## config.mk

```make
export PLATFORM = sky130hd
export DESIGN_NAME = uart_host_top
export DESIGN_NICKNAME = d
export VERILOG_FILES = /design/src/hw/uart_host_pkg.sv /design/src/hw/uart_rx.sv /design/src/hw/hex_cmd_parser.sv /design/src/hw/axil_cmd_master.sv /design/src/hw/reg_bank.sv /design/src/hw/hex_resp_encoder.sv /design/src/hw/uart_tx.sv /design/src/hw/uart_host_top.sv
export SDC_FILE = /design/constraint.sdc
export NUM_CORES = 2
export LEC_CHECK = 0
export ABC_AREA = 1
export BUFFER_PORTS_ARGS = -buffer_cell sky130_fd_sc_hd__buf_4
export CAP_MARGIN = 10
export CORE_MARGIN = 2
export CORE_UTILIZATION = 58
export DETAILED_ROUTE_END_ITERATION = 10
export PLACE_DENSITY = 0.74
export SETUP_SLACK_MARGIN = 0.15
export SYNTH_ARGS = -nofsm -noshare
export SYNTH_HDL_FRONTEND = slang
export SYNTH_SLANG_ARGS = --single-unit
```

## constraint.sdc

```tcl
create_clock -name clk -period 4.5 [get_ports clk]
set_clock_uncertainty 0.2 [all_clocks]
set_input_delay 0.225 -clock clk [delete_from_list [all_inputs] [get_ports clk]]
set_output_delay 0.225 -clock clk [all_outputs]
set_load 0.01 [all_outputs]
```

## src/hw/uart_host_pkg.sv

```systemverilog
// shared types for the uart host bridge; addresses and data are fixed at 32 bits
package uart_host_pkg;

	// one serial character
	typedef logic [7:0] byte_t;

	// axi byte address and register word
	typedef logic [31:0] addr_t;
	typedef logic [31:0] data_t;

	// axi4-lite response code
	typedef logic [1:0] resp_t;
	localparam resp_t RESP_OKAY   = 2'd0;
	localparam resp_t RESP_SLVERR = 2'd2;

	// parser to master, data is zero for reads
	typedef struct packed {
		logic  write;
		addr_t addr;
		data_t data;
	} cmd_t;

	// master to encoder, data is read data or the written word
	typedef struct packed {
		resp_t resp;
		addr_t addr;
		data_t data;
	} rsp_t;

	// frame parser states
	typedef enum logic [1:0] {
		PS_IDLE,
		PS_ADDR,
		PS_DATA
	} parse_state_e;

endpackage

```

## src/hw/uart_rx.sv

```systemverilog
// 8N1 receiver, CLKS_PER_BIT must be at least 4; a low stop bit drops the byte silently
`timescale 1ns/1ps

module uart_rx #(
	parameter int CLKS_PER_BIT = 8
) (
	input  logic                 clk,
	input  logic                 rst,
	input  logic                 rxd,
	output uart_host_pkg::byte_t rx_byte,
	output logic                 rx_valid
);

	localparam int CW = $clog2(CLKS_PER_BIT);

	// two-flop synchronizer, idles high
	logic [1:0] rxd_sync;
	logic busy;
	// clocks left until the next sample point
	logic [CW-1:0] clk_cnt;
	// 0 start, 1 to 8 data, 9 stop
	logic [3:0] bit_cnt;

	always_ff @(posedge clk) begin
		rx_valid <= 1'b0;
		if (rst) begin
			rxd_sync <= 2'b11;
			busy     <= 1'b0;
			clk_cnt  <= '0;
			bit_cnt  <= '0;
			rx_valid <= 1'b0;
		end else begin
			rxd_sync <= {rxd_sync[0], rxd};
			if (!busy) begin
				// line low while idle means a start edge
				if (!rxd_sync[1]) begin
					busy    <= 1'b1;
					bit_cnt <= '0;
					// first sample lands mid start bit
					clk_cnt <= CW'(CLKS_PER_BIT / 2 - 1);
				end
			end else if (clk_cnt != '0) begin
				clk_cnt <= clk_cnt - 1'b1;
			end else begin
				clk_cnt <= CW'(CLKS_PER_BIT - 1);
				bit_cnt <= bit_cnt + 1'b1;
				if (bit_cnt == 4'd0) begin
					// glitch, start bit gone high again
					if (rxd_sync[1])
						busy <= 1'b0;
				end else if (bit_cnt == 4'd9) begin
					// stop bit sample, only a high stop bit emits the byte
					busy     <= 1'b0;
					rx_valid <= rxd_sync[1];
				end
			end
		end
	end

	// lsb first, new bit enters at the top
	always_ff @(posedge clk) begin
		if (busy && clk_cnt == '0 && bit_cnt != 4'd0 && bit_cnt != 4'd9)
			rx_byte <= {rxd_sync[1], rx_byte[7:1]};
	end

endmodule

```

## src/hw/hex_cmd_parser.sv

```systemverilog
// decodes W+16 or R+8 upper case hex digit frames; bytes arriving while a command waits are lost
`timescale 1ns/1ps

module hex_cmd_parser (
	input  logic                 clk,
	input  logic                 rst,
	input  uart_host_pkg::byte_t rx_byte,
	input  logic                 rx_valid,
	output uart_host_pkg::cmd_t  cmd,
	output logic                 cmd_valid,
	input  logic                 cmd_ready
);

	// ascii codes used by the frame format
	localparam uart_host_pkg::byte_t CH_0 = 8'h30;
	localparam uart_host_pkg::byte_t CH_9 = 8'h39;
	localparam uart_host_pkg::byte_t CH_A = 8'h41;
	localparam uart_host_pkg::byte_t CH_F = 8'h46;
	localparam uart_host_pkg::byte_t CH_R = 8'h52;
	localparam uart_host_pkg::byte_t CH_W = 8'h57;

	uart_host_pkg::parse_state_e state;
	logic [2:0] digit_cnt;
	logic       is_hex;
	logic [3:0] nib;
	logic       take;

	// a held command blocks the byte stream until it is taken
	assign take = rx_valid && (!cmd_valid || cmd_ready);

	// character to nibble
	always_comb begin
		is_hex = 1'b1;
		nib    = 4'h0;
		if (rx_byte >= CH_0 && rx_byte <= CH_9)
			nib = rx_byte[3:0];
		else if (rx_byte >= CH_A && rx_byte <= CH_F)
			// low nibble of A is 1
			nib = rx_byte[3:0] + 4'd9;
		else
			is_hex = 1'b0;
	end

	always_ff @(posedge clk) begin
		if (rst) begin
			state     <= uart_host_pkg::PS_IDLE;
			digit_cnt <= '0;
			cmd_valid <= 1'b0;
		end else begin
			if (cmd_valid && cmd_ready)
				cmd_valid <= 1'b0;
			if (take) begin
				case (state)
					uart_host_pkg::PS_IDLE: begin
						// anything other than a start letter is ignored
						if (rx_byte == CH_W || rx_byte == CH_R) begin
							state     <= uart_host_pkg::PS_ADDR;
							digit_cnt <= '0;
						end
					end
					uart_host_pkg::PS_ADDR: begin
						if (!is_hex) begin
							state <= uart_host_pkg::PS_IDLE;
						end else begin
							digit_cnt <= digit_cnt + 1'b1;
							if (digit_cnt == 3'd7) begin
								// reads end after the address
								if (cmd.write) begin
									state <= uart_host_pkg::PS_DATA;
								end else begin
									state     <= uart_host_pkg::PS_IDLE;
									cmd_valid <= 1'b1;
								end
							end
						end
					end
					uart_host_pkg::PS_DATA: begin
						if (!is_hex) begin
							state <= uart_host_pkg::PS_IDLE;
						end else begin
							digit_cnt <= digit_cnt + 1'b1;
							if (digit_cnt == 3'd7) begin
								state     <= uart_host_pkg::PS_IDLE;
								cmd_valid <= 1'b1;
							end
						end
					end
					default: state <= uart_host_pkg::PS_IDLE;
				endcase
			end
		end
	end

	// payload, msb first shifts
	always_ff @(posedge clk) begin
		if (take) begin
			if (state == uart_host_pkg::PS_IDLE) begin
				cmd.write <= (rx_byte == CH_W);
				cmd.data  <= '0;
			end else if (state == uart_host_pkg::PS_ADDR && is_hex) begin
				cmd.addr <= {cmd.addr[27:0], nib};
			end else if (state == uart_host_pkg::PS_DATA && is_hex) begin
				cmd.data <= {cmd.data[27:0], nib};
			end
		end
	end

endmodule

```

## src/hw/axil_cmd_master.sv

```systemverilog
// one outstanding axi4-lite transfer at a time, full word writes only
`timescale 1ns/1ps

module axil_cmd_master (
	input  logic                 clk,
	input  logic                 rst,
	input  uart_host_pkg::cmd_t  cmd,
	input  logic                 cmd_valid,
	output logic                 cmd_ready,
	output uart_host_pkg::addr_t awaddr,
	output logic                 awvalid,
	input  logic                 awready,
	output uart_host_pkg::data_t wdata,
	output logic [3:0]           wstrb,
	output logic                 wvalid,
	input  logic                 wready,
	input  uart_host_pkg::resp_t bresp,
	input  logic                 bvalid,
	output logic                 bready,
	output uart_host_pkg::addr_t araddr,
	output logic                 arvalid,
	input  logic                 arready,
	input  uart_host_pkg::data_t rdata,
	input  uart_host_pkg::resp_t rresp,
	input  logic                 rvalid,
	output logic                 rready,
	output uart_host_pkg::rsp_t  rsp,
	output logic                 rsp_valid,
	input  logic                 rsp_ready
);

	// high from command accept until the response is handed off
	logic busy;

	assign cmd_ready = !busy;
	// rsp holds the address and write word for the whole transfer
	assign awaddr = rsp.addr;
	assign araddr = rsp.addr;
	assign wdata  = rsp.data;
	assign wstrb  = 4'hf;
	// only one transfer in flight, so any response is ours
	assign bready = busy && !rsp_valid;
	assign rready = busy && !rsp_valid;

	always_ff @(posedge clk) begin
		if (rst) begin
			busy      <= 1'b0;
			awvalid   <= 1'b0;
			wvalid    <= 1'b0;
			arvalid   <= 1'b0;
			rsp_valid <= 1'b0;
		end else begin
			if (cmd_valid && cmd_ready) begin
				busy    <= 1'b1;
				awvalid <= cmd.write;
				wvalid  <= cmd.write;
				arvalid <= !cmd.write;
			end
			// aw and w may be taken on different clocks
			if (awvalid && awready)
				awvalid <= 1'b0;
			if (wvalid && wready)
				wvalid <= 1'b0;
			if (arvalid && arready)
				arvalid <= 1'b0;
			if ((bvalid && bready) || (rvalid && rready))
				rsp_valid <= 1'b1;
			if (rsp_valid && rsp_ready) begin
				rsp_valid <= 1'b0;
				busy      <= 1'b0;
			end
		end
	end

	// response payload
	always_ff @(posedge clk) begin
		if (cmd_valid && cmd_ready) begin
			rsp.addr <= cmd.addr;
			rsp.data <= cmd.data;
		end
		if (bvalid && bready)
			rsp.resp <= bresp;
		if (rvalid && rready) begin
			rsp.resp <= rresp;
			rsp.data <= rdata;
		end
	end

endmodule

```

## src/hw/reg_bank.sv

```systemverilog
// axi4-lite register file, REG_WORDS at least 2; words past the top answer SLVERR
`timescale 1ns/1ps

module reg_bank #(
	parameter int REG_WORDS = 16
) (
	input  logic                 clk,
	input  logic                 rst,
	input  uart_host_pkg::addr_t awaddr,
	input  logic                 awvalid,
	output logic                 awready,
	input  uart_host_pkg::data_t wdata,
	input  logic [3:0]           wstrb,
	input  logic                 wvalid,
	output logic                 wready,
	output uart_host_pkg::resp_t bresp,
	output logic                 bvalid,
	input  logic                 bready,
	input  uart_host_pkg::addr_t araddr,
	input  logic                 arvalid,
	output logic                 arready,
	output uart_host_pkg::data_t rdata,
	output uart_host_pkg::resp_t rresp,
	output logic                 rvalid,
	input  logic                 rready
);

	localparam int IW = $clog2(REG_WORDS);

	uart_host_pkg::data_t regs [REG_WORDS];
	logic          wr_hit;
	logic          rd_hit;
	logic [IW-1:0] wr_idx;
	logic [IW-1:0] rd_idx;

	// full word index checked so high address bits do not alias
	assign wr_hit = awaddr[31:2] < REG_WORDS;
	assign rd_hit = araddr[31:2] < REG_WORDS;
	assign wr_idx = awaddr[IW+1:2];
	assign rd_idx = araddr[IW+1:2];

	// aw and w taken together, no new write while b is pending
	assign awready = awvalid && wvalid && !bvalid;
	assign wready  = awready;
	assign arready = arvalid && !rvalid;

	always_ff @(posedge clk) begin
		if (rst) begin
			bvalid <= 1'b0;
			rvalid <= 1'b0;
			regs   <= '{default: '0};
		end else begin
			if (bvalid && bready)
				bvalid <= 1'b0;
			if (rvalid && rready)
				rvalid <= 1'b0;
			if (awready) begin
				bvalid <= 1'b1;
				// byte lanes per strobe
				for (int b = 0; b < 4; b++) begin
					if (wr_hit && wstrb[b])
						regs[wr_idx][8*b +: 8] <= wdata[8*b +: 8];
				end
			end
			if (arready)
				rvalid <= 1'b1;
		end
	end

	// response payload, out of range reads give zero
	always_ff @(posedge clk) begin
		if (awready)
			bresp <= wr_hit ? uart_host_pkg::RESP_OKAY : uart_host_pkg::RESP_SLVERR;
		if (arready) begin
			rresp <= rd_hit ? uart_host_pkg::RESP_OKAY : uart_host_pkg::RESP_SLVERR;
			rdata <= rd_hit ? regs[rd_idx] : '0;
		end
	end

endmodule

```

## src/hw/hex_resp_encoder.sv

```systemverilog
// emits S, resp digit, 8 address and 8 data digits as upper case ascii hex; no line terminator
`timescale 1ns/1ps

module hex_resp_encoder (
	input  logic                 clk,
	input  logic                 rst,
	input  uart_host_pkg::rsp_t  rsp,
	input  logic                 rsp_valid,
	output logic                 rsp_ready,
	output uart_host_pkg::byte_t tx_byte,
	output logic                 tx_valid,
	input  logic                 tx_ready
);

	// ascii codes for the response frame
	localparam uart_host_pkg::byte_t CH_0 = 8'h30;
	localparam uart_host_pkg::byte_t CH_A = 8'h41;
	localparam uart_host_pkg::byte_t CH_S = 8'h53;

	logic busy;
	// character position, 0 is S and 17 the last data digit
	logic [4:0] idx;
	// resp nibble, address, data, top nibble goes out next
	logic [67:0] digits;
	logic [3:0]  nib;

	assign rsp_ready = !busy;
	assign tx_valid  = busy;
	assign nib       = digits[67:64];

	// nibble to ascii
	always_comb begin
		if (idx == 5'd0)
			tx_byte = CH_S;
		else if (nib < 4'd10)
			tx_byte = CH_0 + {4'h0, nib};
		else
			tx_byte = CH_A + {4'h0, nib} - 8'd10;
	end

	always_ff @(posedge clk) begin
		if (rst) begin
			busy <= 1'b0;
			idx  <= '0;
		end else if (!busy) begin
			if (rsp_valid) begin
				busy <= 1'b1;
				idx  <= '0;
			end
		end else if (tx_ready) begin
			// rsp_ready comes back only after the last character is taken
			if (idx == 5'd17)
				busy <= 1'b0;
			else
				idx <= idx + 1'b1;
		end
	end

	// latched response, shifted one digit per taken character
	always_ff @(posedge clk) begin
		if (rsp_valid && rsp_ready)
			digits <= {2'b00, rsp.resp, rsp.addr, rsp.data};
		else if (busy && tx_ready && idx != 5'd0)
			digits <= {digits[63:0], 4'h0};
	end

endmodule

```

## src/hw/uart_tx.sv

```systemverilog
// 8N1 transmitter, one byte per valid/ready transfer, no flow control on the line
`timescale 1ns/1ps

module uart_tx #(
	parameter int CLKS_PER_BIT = 8
) (
	input  logic                 clk,
	input  logic                 rst,
	input  uart_host_pkg::byte_t tx_byte,
	input  logic                 tx_valid,
	output logic                 tx_ready,
	output logic                 txd
);

	localparam int CW = $clog2(CLKS_PER_BIT);

	logic busy;
	// stop, data lsb first, start
	logic [9:0]    frame;
	logic [3:0]    bit_cnt;
	logic [CW-1:0] clk_cnt;

	assign tx_ready = !busy;
	// line idles high
	assign txd = busy ? frame[0] : 1'b1;

	always_ff @(posedge clk) begin
		if (rst) begin
			busy    <= 1'b0;
			bit_cnt <= '0;
			clk_cnt <= '0;
		end else if (!busy) begin
			if (tx_valid) begin
				busy    <= 1'b1;
				bit_cnt <= '0;
				clk_cnt <= CW'(CLKS_PER_BIT - 1);
			end
		end else if (clk_cnt != '0) begin
			clk_cnt <= clk_cnt - 1'b1;
		end else begin
			clk_cnt <= CW'(CLKS_PER_BIT - 1);
			// ready again once the stop bit has run its full time
			if (bit_cnt == 4'd9)
				busy <= 1'b0;
			else
				bit_cnt <= bit_cnt + 1'b1;
		end
	end

	always_ff @(posedge clk) begin
		if (!busy && tx_valid)
			frame <= {1'b1, tx_byte, 1'b0};
		else if (busy && clk_cnt == '0)
			frame <= {1'b1, frame[9:1]};
	end

endmodule

```

## src/hw/uart_host_top.sv

```systemverilog
// uart hex host bridge; CLKS_PER_BIT is clk over baud rate, at least 4
`timescale 1ns/1ps

module uart_host_top #(
	parameter int CLKS_PER_BIT = 868,
	parameter int REG_WORDS    = 16
) (
	input  logic clk,
	input  logic rst,
	input  logic rxd,
	output logic txd
);

	uart_host_pkg::byte_t rx_byte;
	logic                 rx_valid;
	uart_host_pkg::cmd_t  cmd;
	logic                 cmd_valid;
	logic                 cmd_ready;
	uart_host_pkg::rsp_t  rsp;
	logic                 rsp_valid;
	logic                 rsp_ready;
	uart_host_pkg::byte_t tx_byte;
	logic                 tx_valid;
	logic                 tx_ready;

	// axi4-lite between master and register bank
	uart_host_pkg::addr_t awaddr;
	uart_host_pkg::addr_t araddr;
	uart_host_pkg::data_t wdata;
	uart_host_pkg::data_t rdata;
	uart_host_pkg::resp_t bresp;
	uart_host_pkg::resp_t rresp;
	logic [3:0]           wstrb;
	logic awvalid, awready, wvalid, wready, bvalid, bready;
	logic arvalid, arready, rvalid, rready;

	uart_rx #(.CLKS_PER_BIT(CLKS_PER_BIT)) rx0 (
		.clk, .rst, .rxd, .rx_byte, .rx_valid
	);

	hex_cmd_parser parser0 (
		.clk, .rst, .rx_byte, .rx_valid, .cmd, .cmd_valid, .cmd_ready
	);

	axil_cmd_master master0 (
		.clk, .rst, .cmd, .cmd_valid, .cmd_ready,
		.awaddr, .awvalid, .awready, .wdata, .wstrb, .wvalid, .wready,
		.bresp, .bvalid, .bready, .araddr, .arvalid, .arready,
		.rdata, .rresp, .rvalid, .rready,
		.rsp, .rsp_valid, .rsp_ready
	);

	reg_bank #(.REG_WORDS(REG_WORDS)) regs0 (
		.clk, .rst,
		.awaddr, .awvalid, .awready, .wdata, .wstrb, .wvalid, .wready,
		.bresp, .bvalid, .bready, .araddr, .arvalid, .arready,
		.rdata, .rresp, .rvalid, .rready
	);

	hex_resp_encoder encoder0 (
		.clk, .rst, .rsp, .rsp_valid, .rsp_ready, .tx_byte, .tx_valid, .tx_ready
	);

	uart_tx #(.CLKS_PER_BIT(CLKS_PER_BIT)) tx0 (
		.clk, .rst, .tx_byte, .tx_valid, .tx_ready, .txd
	);

endmodule

```

# [Word-level counts from Yosys, hierarchy flattened]
# Index checks and enable logic that the tools add are counted.
# Widths: inputs -> output; s select.
[totals] register_bits=816 in_bits=3 out_inout_bits=1 wordCells=254
[op_classes] addsub=10 order_cmp=8 eq_ne=20 n_mux=95 bitwise_logic=4 n_reduce_logical=67
[op_table] operator="$mux 512" count=10
[op_table] operator="$bwmux 512" count=4
[op_table] operator="$demux 32 s4" count=4
[op_table] operator="$mux 32" count=7
[op_table] operator="$mux 66" count=2
[op_table] operator="$bmux 32 s4" count=1
[op_table] operator="$mux 10" count=6
[op_table] operator="$mux 4" count=9
[op_table] operator="$lt 30x5->1 const B" count=1
[op_table] operator="$mux 1" count=27
[op_table] operator="$mux 24" count=1
[op_table] operator="$mux 8" count=3
[op_table] operator="$logic_and 1x1->1" count=23
[op_table] operator="$logic_not 10->1" count=2
[op_table] operator="$mux 5" count=4
[op_table] operator="$reduce_bool 10->1" count=2
[op_table] operator="$reduce_bool 2->1" count=10
[op_table] operator="$sub 10x1->10 const B" count=2
[op_table] operator="$mux 2" count=9
[op_table] operator="$mux 9" count=2
[op_table] operator="$eq 8x7->1 const B" count=2
[op_table] operator="$mux 16" count=1
[op_table] operator="$ne 2x2->1 const B" count=6
[op_table] operator="$reduce_and 3->1" count=4
[op_table] operator="other kinds (39)" count=62

# [Longest topological paths before layout]
[logic_depth] ltp_word=19 mapped_depth=12

# [By module]
# Synthesis repeated with hierarchy kept, for this count alone.
[unflattened] hier_cells=5295 area_unflattened_um2=40538.9
[modules_own_cells] module="reg_bank" instances=1 cells_each=4189 area_per_inst_um2=27859.2
[modules_own_cells] module="hex_resp_encoder" instances=1 cells_each=239 area_per_inst_um2=3622.2
[modules_own_cells] module="axil_cmd_master" instances=1 cells_each=315 area_per_inst_um2=3489.6
[modules_own_cells] module="hex_cmd_parser" instances=1 cells_each=251 area_per_inst_um2=2990.4
[modules_own_cells] module="uart_tx" instances=1 cells_each=160 area_per_inst_um2=1330.0
[modules_own_cells] module="uart_rx" instances=1 cells_each=141 area_per_inst_um2=1247.4

# [Worst setup path after synthesis]
# No wires, ideal clock.
[synth_path] path_kind="reg-to-reg" from="register rx0.rx_byte[0]" to="register parser0.cmd[32] (netlist name)" setup_time_ps=461 arrival_ps=3336 required_time_ps=3839 slack_ps=503 stages_incl_launch_ff=9 cell_sequence="edfxtp_1 -> inv_1 -> ha_1 -> nand3_1 -> nand2_1 -> nand3_1 -> nand2_1 -> nand2_1 -> nor3_1"
[synth_via] elab_chain_len=6
[synth_rtl] element="from (decl)" line_no="uart_rx.sv:10" source="output uart_host_pkg::byte_t rx_byte,"
[synth_rtl] element="from (signal assigned)" line_no="uart_rx.sv:63" source="rx_byte <= {rxd_sync[1], rx_byte[7:1]};"
[synth_rtl] element="$ge 8x7->1 / $le 8x7->1 (equally long branches)" line_no="hex_cmd_parser.sv:37" source="else if (rx_byte >= CH_A && rx_byte <= CH_F)"
[synth_rtl] element="$logic_and 1x1->1" line_no="hex_cmd_parser.sv:37"
[synth_rtl] element="$mux 1" line_no="hex_cmd_parser.sv:37"
[synth_rtl] element="$mux 1 (*)" line_no="hex_cmd_parser.sv:35" source="if (rx_byte >= CH_0 && rx_byte <= CH_9)"
[synth_rtl] element="$logic_and 1x1->1 (*)" line_no="hex_cmd_parser.sv:100" source="end else if (state == uart_host_pkg::PS_ADDR && is_hex) begin"
[synth_rtl] element="$reduce_and 3->1 (no line) (*)"
# Every way passes the cells marked *; elsewhere a longest branch is shown, timed or not.
# A chain may end at the register's enable or synchronous reset.

# [Worst setup path after layout]
[layout_path] from="register master0.araddr[20] (netlist name)" to="register regs0.regs[164] in the netlist's numbering"
[layout_via] elab_chain_len=14
[layout_rtl] element="$lt 30x5->1 (*)" line_no="reg_bank.sv:37" source="assign wr_hit = awaddr[31:2] < REG_WORDS;"
[layout_rtl] element="$mux 512" line_no="reg_bank.sv:61" source="if (wr_hit && wstrb[b])"
[layout_rtl] element="$mux 512" line_no="reg_bank.sv:57" source="if (awready) begin"
[layout_rtl] element="$mux 512" line_no="reg_bank.sv:48" source="if (rst) begin"
[layout_rtl] element="$bwmux 512" line_no="reg_bank.sv:62" source="regs[wr_idx][8*b +: 8] <= wdata[8*b +: 8];"
[layout_rtl] element="$mux 512" line_no="reg_bank.sv:61"
[layout_rtl] element="$mux 512" line_no="reg_bank.sv:57"
[layout_rtl] element="$mux 512" line_no="reg_bank.sv:48"
[layout_rtl] element="$bwmux 512" line_no="reg_bank.sv:62"
[layout_rtl] element="$mux 512" line_no="reg_bank.sv:61"
[layout_rtl] element="$mux 512" line_no="reg_bank.sv:57"
[layout_rtl] element="$mux 512" line_no="reg_bank.sv:48"
[layout_rtl] element="$bwmux 512" line_no="reg_bank.sv:62"
[layout_rtl] element="$mux 512 (*)" line_no="reg_bank.sv:61"
[layout_rtl] element="to (signal, indexed assignment)" line_no="reg_bank.sv:62"
[layout_rtl] element="to (decl)" line_no="reg_bank.sv:30" source="uart_host_pkg::data_t regs [REG_WORDS];"
# Every way passes the cells marked *; elsewhere a longest branch is shown, timed or not. The select of a mux whose other input is x is not followed.

==> results.md <==
Timing:
- Setup repair after global routing left no endpoint under its margin.
- Measured against its own limit, the worst slew margin works out to 28.14%.
- After layout, the minimum clock period comes to 3272 ps.
- The final count of hold timing violations came to 0.
- Setup total negative slack on the finished layout was measured at 0 ps.
- The fraction of the cycle the final worst path needs is 72.72%.
- The maximum operating frequency is 305.6 MHz.
- The final count of pins violating max slew was 0.
- The transition time at the pin with the least slew margin is 1075 ps.
- Once routing completed, OpenROAD measured the worst setup slack at 1228 ps.
- The total setup violations reported at the end of the flow is 0.

Yosys:
- The most instantiated flip-flop cell in the synthesis netlist is dfxtp_1.
- In this run the cell area of the synthesized design comes to 39440 sq um.
- In this run, synthesis inferred 246 flip-flops with an integrated enable.
- The number of standard cells after synthesis is 5596.
- The flip-flop and latch count after synthesis is 813.
- The number of different library cells used by synthesis comes to 34.
- The post-synthesis net count is 5620.
- The share of the Yosys chip area taken by registers is 47.51%.
- The Yosys step of the flow raised 0 warnings.
- Averaged over all synthesized cells, the footprint is 7.048 sq um.
- Of all flip-flops after synthesis, the portion carrying an async set or reset was 0%.

Finish:
- The antenna diode count is 0.
- Relative to the synthesized area, the layout overhead comes to 8.452%.
- Once layout is done, the placed cells without fillers occupy 42770 sq um.
- The final-layout fill cell count is 5979.
- The final layout contains 5407 nets.
- The count of placed standard cells in the final layout, fillers left out is 6323.
- The fraction of final layout cells with drive strength greater than 1 is 4.752%.
- Summing all multi-input logic gate instances after layout gives 15340 sq um.
- Across the whole layout, storage elements account for 18740 sq um.
- The commonest non-fill, non-tap cell in the layout is nand2_1.
- The top cell types in the final layout, fill and taps aside, are nand2_1 (1576), inv_1 (1071), nor2_1 (774), dfxtp_1 (567), nand4_1 (394).

Power:
- IR analysis of the VDD net gives a maximum drop of 0.2643 mV.
- The design draws 14.93 mW.
- The analysis attributes to cell leakage a power of 19.47 nW.
- In this run the power density over the cells is 349.0 nW/um^2.

Setup path:
- The required time at the endpoint of the critical path is 4890 ps.
- Data arrives at the worst endpoint at 3660 ps.
- For this run, the slowest stage of the critical path takes 770 ps.
- The type of element launching the critical path is a flip-flop.
- The startpoint-to-endpoint class of the critical path is reg2reg.
- The critical path contains buffers and inverters numbering 3 combined.
- Traced cell by cell, the critical path runs through inv_1 -> nand4_1 -> nor3_4 -> buf_4 -> nand3_2 -> buf_12 -> nand2_1 -> nand2_1 -> nor2_1.
- The library cell contributing the largest single delay on the critical path is nand3_2.
- The nature of the critical path endpoint is a flip-flop.
- Of all nets on the critical path, the largest fanout is 45.
- By instance count, the cell type seen most on the critical path is nand2_1.
- Among cell families on the critical path, the largest total delay comes from simple AND/OR/NAND/NOR gates.

Placement:
- After detailed placement, the design holds a cell count of 6167.
- The placed instances occupy a cell area of 39910 sq um.
- The congestion estimate from routability-driven global placement came to 0.8519.
- After legalization and detailed placement, the total HPWL measured 63350 um.
- The count of buffers inserted at the top-level ports is 3.
- The worst setup timing slack at the placement stage is 1316 ps.

Routing:
- After detailed routing, the total wire length is 112500 um.
- Dividing the detail-routed via count by the number of cells gives 5.438.
- The post-route DRC violation count is 0.
- Across all layers, the routed design uses 34380 vias.
- For this block, the initial DRC count from the detailed router was 4173.
- The detailed-route wire length per cell is 17.79 um.
- Once detail routing completed, the nets flagged for antenna violations numbered 0.
- The first-pass detailed-route iteration total is 6.

Die:
- The floorplan step defined a die boundary enclosing 70100 sq um.
- The core region is 67280 sq um.
- The I/O pin count is 4.
- The cell row count is 95.
- The initial standard-cell utilization of the core is 58.62%.
- The die width is 264.8 um.
- Measured along the y axis, the die boundary spans 264.8 um.

Global routing:
- Entering global routing, the biggest net connects 196 pins.
- Global routing used 31.75% of the available tracks across all layers.
- The first-pass GRT wire length is 177400 um.
- The number of antenna violations at the first check in global routing was 1.
- The via count of the first global-routing pass is 31690.
- The total overflow left after global routing is 0.

Clock network:
- The clock latency on the worst-skew pair is 650 ps.
- The cell at the root of the clock tree is clkbuf_16.
- The number of setup buffers added after CTS is 0.
- The number of gates resized after CTS is 0.
- The H-tree was split into 3 levels.
- TritonCTS built the clock tree.
- The number of sinks driven by the clock tree is 813.
- Clock tree synthesis inserted a total of 84 buffers.
- The clock input transition at the sequential cells of the worst setup and hold paths is 60 ps.
- The maximum buffer depth of the clock tree is 3.

Flow run:
- The max-cap check violation count is 0.

Worst hold path:
- The worst hold path belongs to the class reg2reg.

Run status:
- The flow ran to the end, and the final reports show no timing, DRC or antenna violations.
-- worst paths after layout --
path                                start                            to  slack (ps)  depth (start not counted)
min             parser0.cmd[63]$_DFFE_PP_  master0.araddr[31]$_DFFE_PP_         230                          0
min reg2reg     parser0.cmd[63]$_DFFE_PP_  master0.araddr[31]$_DFFE_PP_         230                          0
max          master0.araddr[20]$_DFFE_PP_  regs0.regs[164]$_SDFFE_PP0P_        1230                          9
max reg2reg  master0.araddr[20]$_DFFE_PP_  regs0.regs[164]$_SDFFE_PP0P_        1230                          9
-- metal layers --
layer / up-vias / share of wire (%) / track usage, %
li1: 16890 / - / -
met5: - / 0.0098 / 0
met3: 241 / 10 / 5.481
met4: 2 / 3.2 / 11.21
met1: 15600 / 42 / 44.18
met2: 1650 / 45 / 50.06
-- where the power goes --
| part | leakage [nW] | switching (mW) | total, mW | internal (mW) |
|---|---|---|---|---|
| logic | 11.3 | 0.180 | 0.259 | 0.0787 |
| clock network | 1.38 | 3.03 | 7.14 | 4.11 |
| registers | 6.75 | 0.0113 | 7.53 | 7.51 |
-- synthesized netlist by cell type, types with 2 or more instances --
| cell | instances | share of area [%] |
|---|---|---|
| nand2_1 | 1578 | 15 |
| inv_1 | 1073 | 10 |
| nor2_1 | 787 | 7.5 |
| dfxtp_1 | 567 | 29 |
| nand4_1 | 394 | 6.2 |
| clkbuf_1 | 271 | 2.6 |
| a22oi_1 | 256 | 4.9 |
| edfxtp_1 | 246 | 19 |
| o21ai_0 | 105 | 1.3 |
| buf_2 | 95 | 1.2 |
| nand3_1 | 50 | 0.63 |
| a21oi_1 | 43 | 0.55 |
| nor3_1 | 42 | 0.53 |
| ha_1 | 21 | 0.67 |
| buf_1 | 15 | 0.14 |
| xor2_1 | 12 | 0.27 |
| nor2_2 | 7 | 0.11 |
| a211oi_1 | 3 | 0.057 |
| a31oi_1 | 3 | 0.048 |
| inv_2 | 3 | 0.029 |
| nand3_2 | 3 | 0.076 |
| nor3_2 | 3 | 0.076 |
| nor4_1 | 3 | 0.048 |
| o211ai_1 | 3 | 0.057 |
| or2_2 | 3 | 0.048 |
| nor3b_1 | 2 | 0.038 |
-- flip-flops by register name, summed over array words and instances, names as in the netlist, 2 cells and up --
signal and cells:
encoder0.digits 68, encoder0.idx 5, master0.araddr 32, master0.wdata 32
parser0.cmd 65, parser0.digit_cnt 3, parser0.state 2, regs0.rdata 32
regs0.regs 512, rx0.bit_cnt 4, rx0.clk_cnt 10, rx0.rx_byte 8
rx0.rxd_sync 2, tx0.bit_cnt 4, tx0.clk_cnt 10, tx0.frame 9
-- metrics by stage --
step / hold WS, ps / utilization [%]
5_1_grt: 226.1 / 63.57
3_3_place_gp: 202.6 / 59.30
4_1_cts: 219.2 / 63.57
3_5_place_dp: 204.5 / 59.33
6_report: 229.4 / 63.57
2_1_floorplan: 128.8 / -
-- cell families (layout without fill, tap and decap cells) --
kind of cell / Yosys count / in the layout / share of synthesized area (%)
AO/OA/AOI/OAI: 419 / 419 / 7.037
XOR/XNOR: 12 / 12 / 0.2665
adder cells (fa/ha/maj): 21 / 21 / 0.6662
buffers and inverters: 1458 / 1312 / 14.18
flip-flops: 813 / 813 / 47.51
AND/OR/NAND/NOR: 2873 / 2873 / 30.34
-- final cells by class --
type                    instances  share of cell area, %
repair buffers                 82                  1.691
well taps                     873                  2.554
flip-flops and latches        813                  43.81
clock buffers                 119                  5.740
multi-input cells            3325                  35.86
clock inverters                34                 0.8718
inverters                    1077                  9.478
-- timing repair --
item | CTS | global route
hold endpoints to repair | 32 | 0
hold buffers | 3 | 0
endpoints found under the setup margin | 0 | 0
Power figures use the tool's default switching activity.
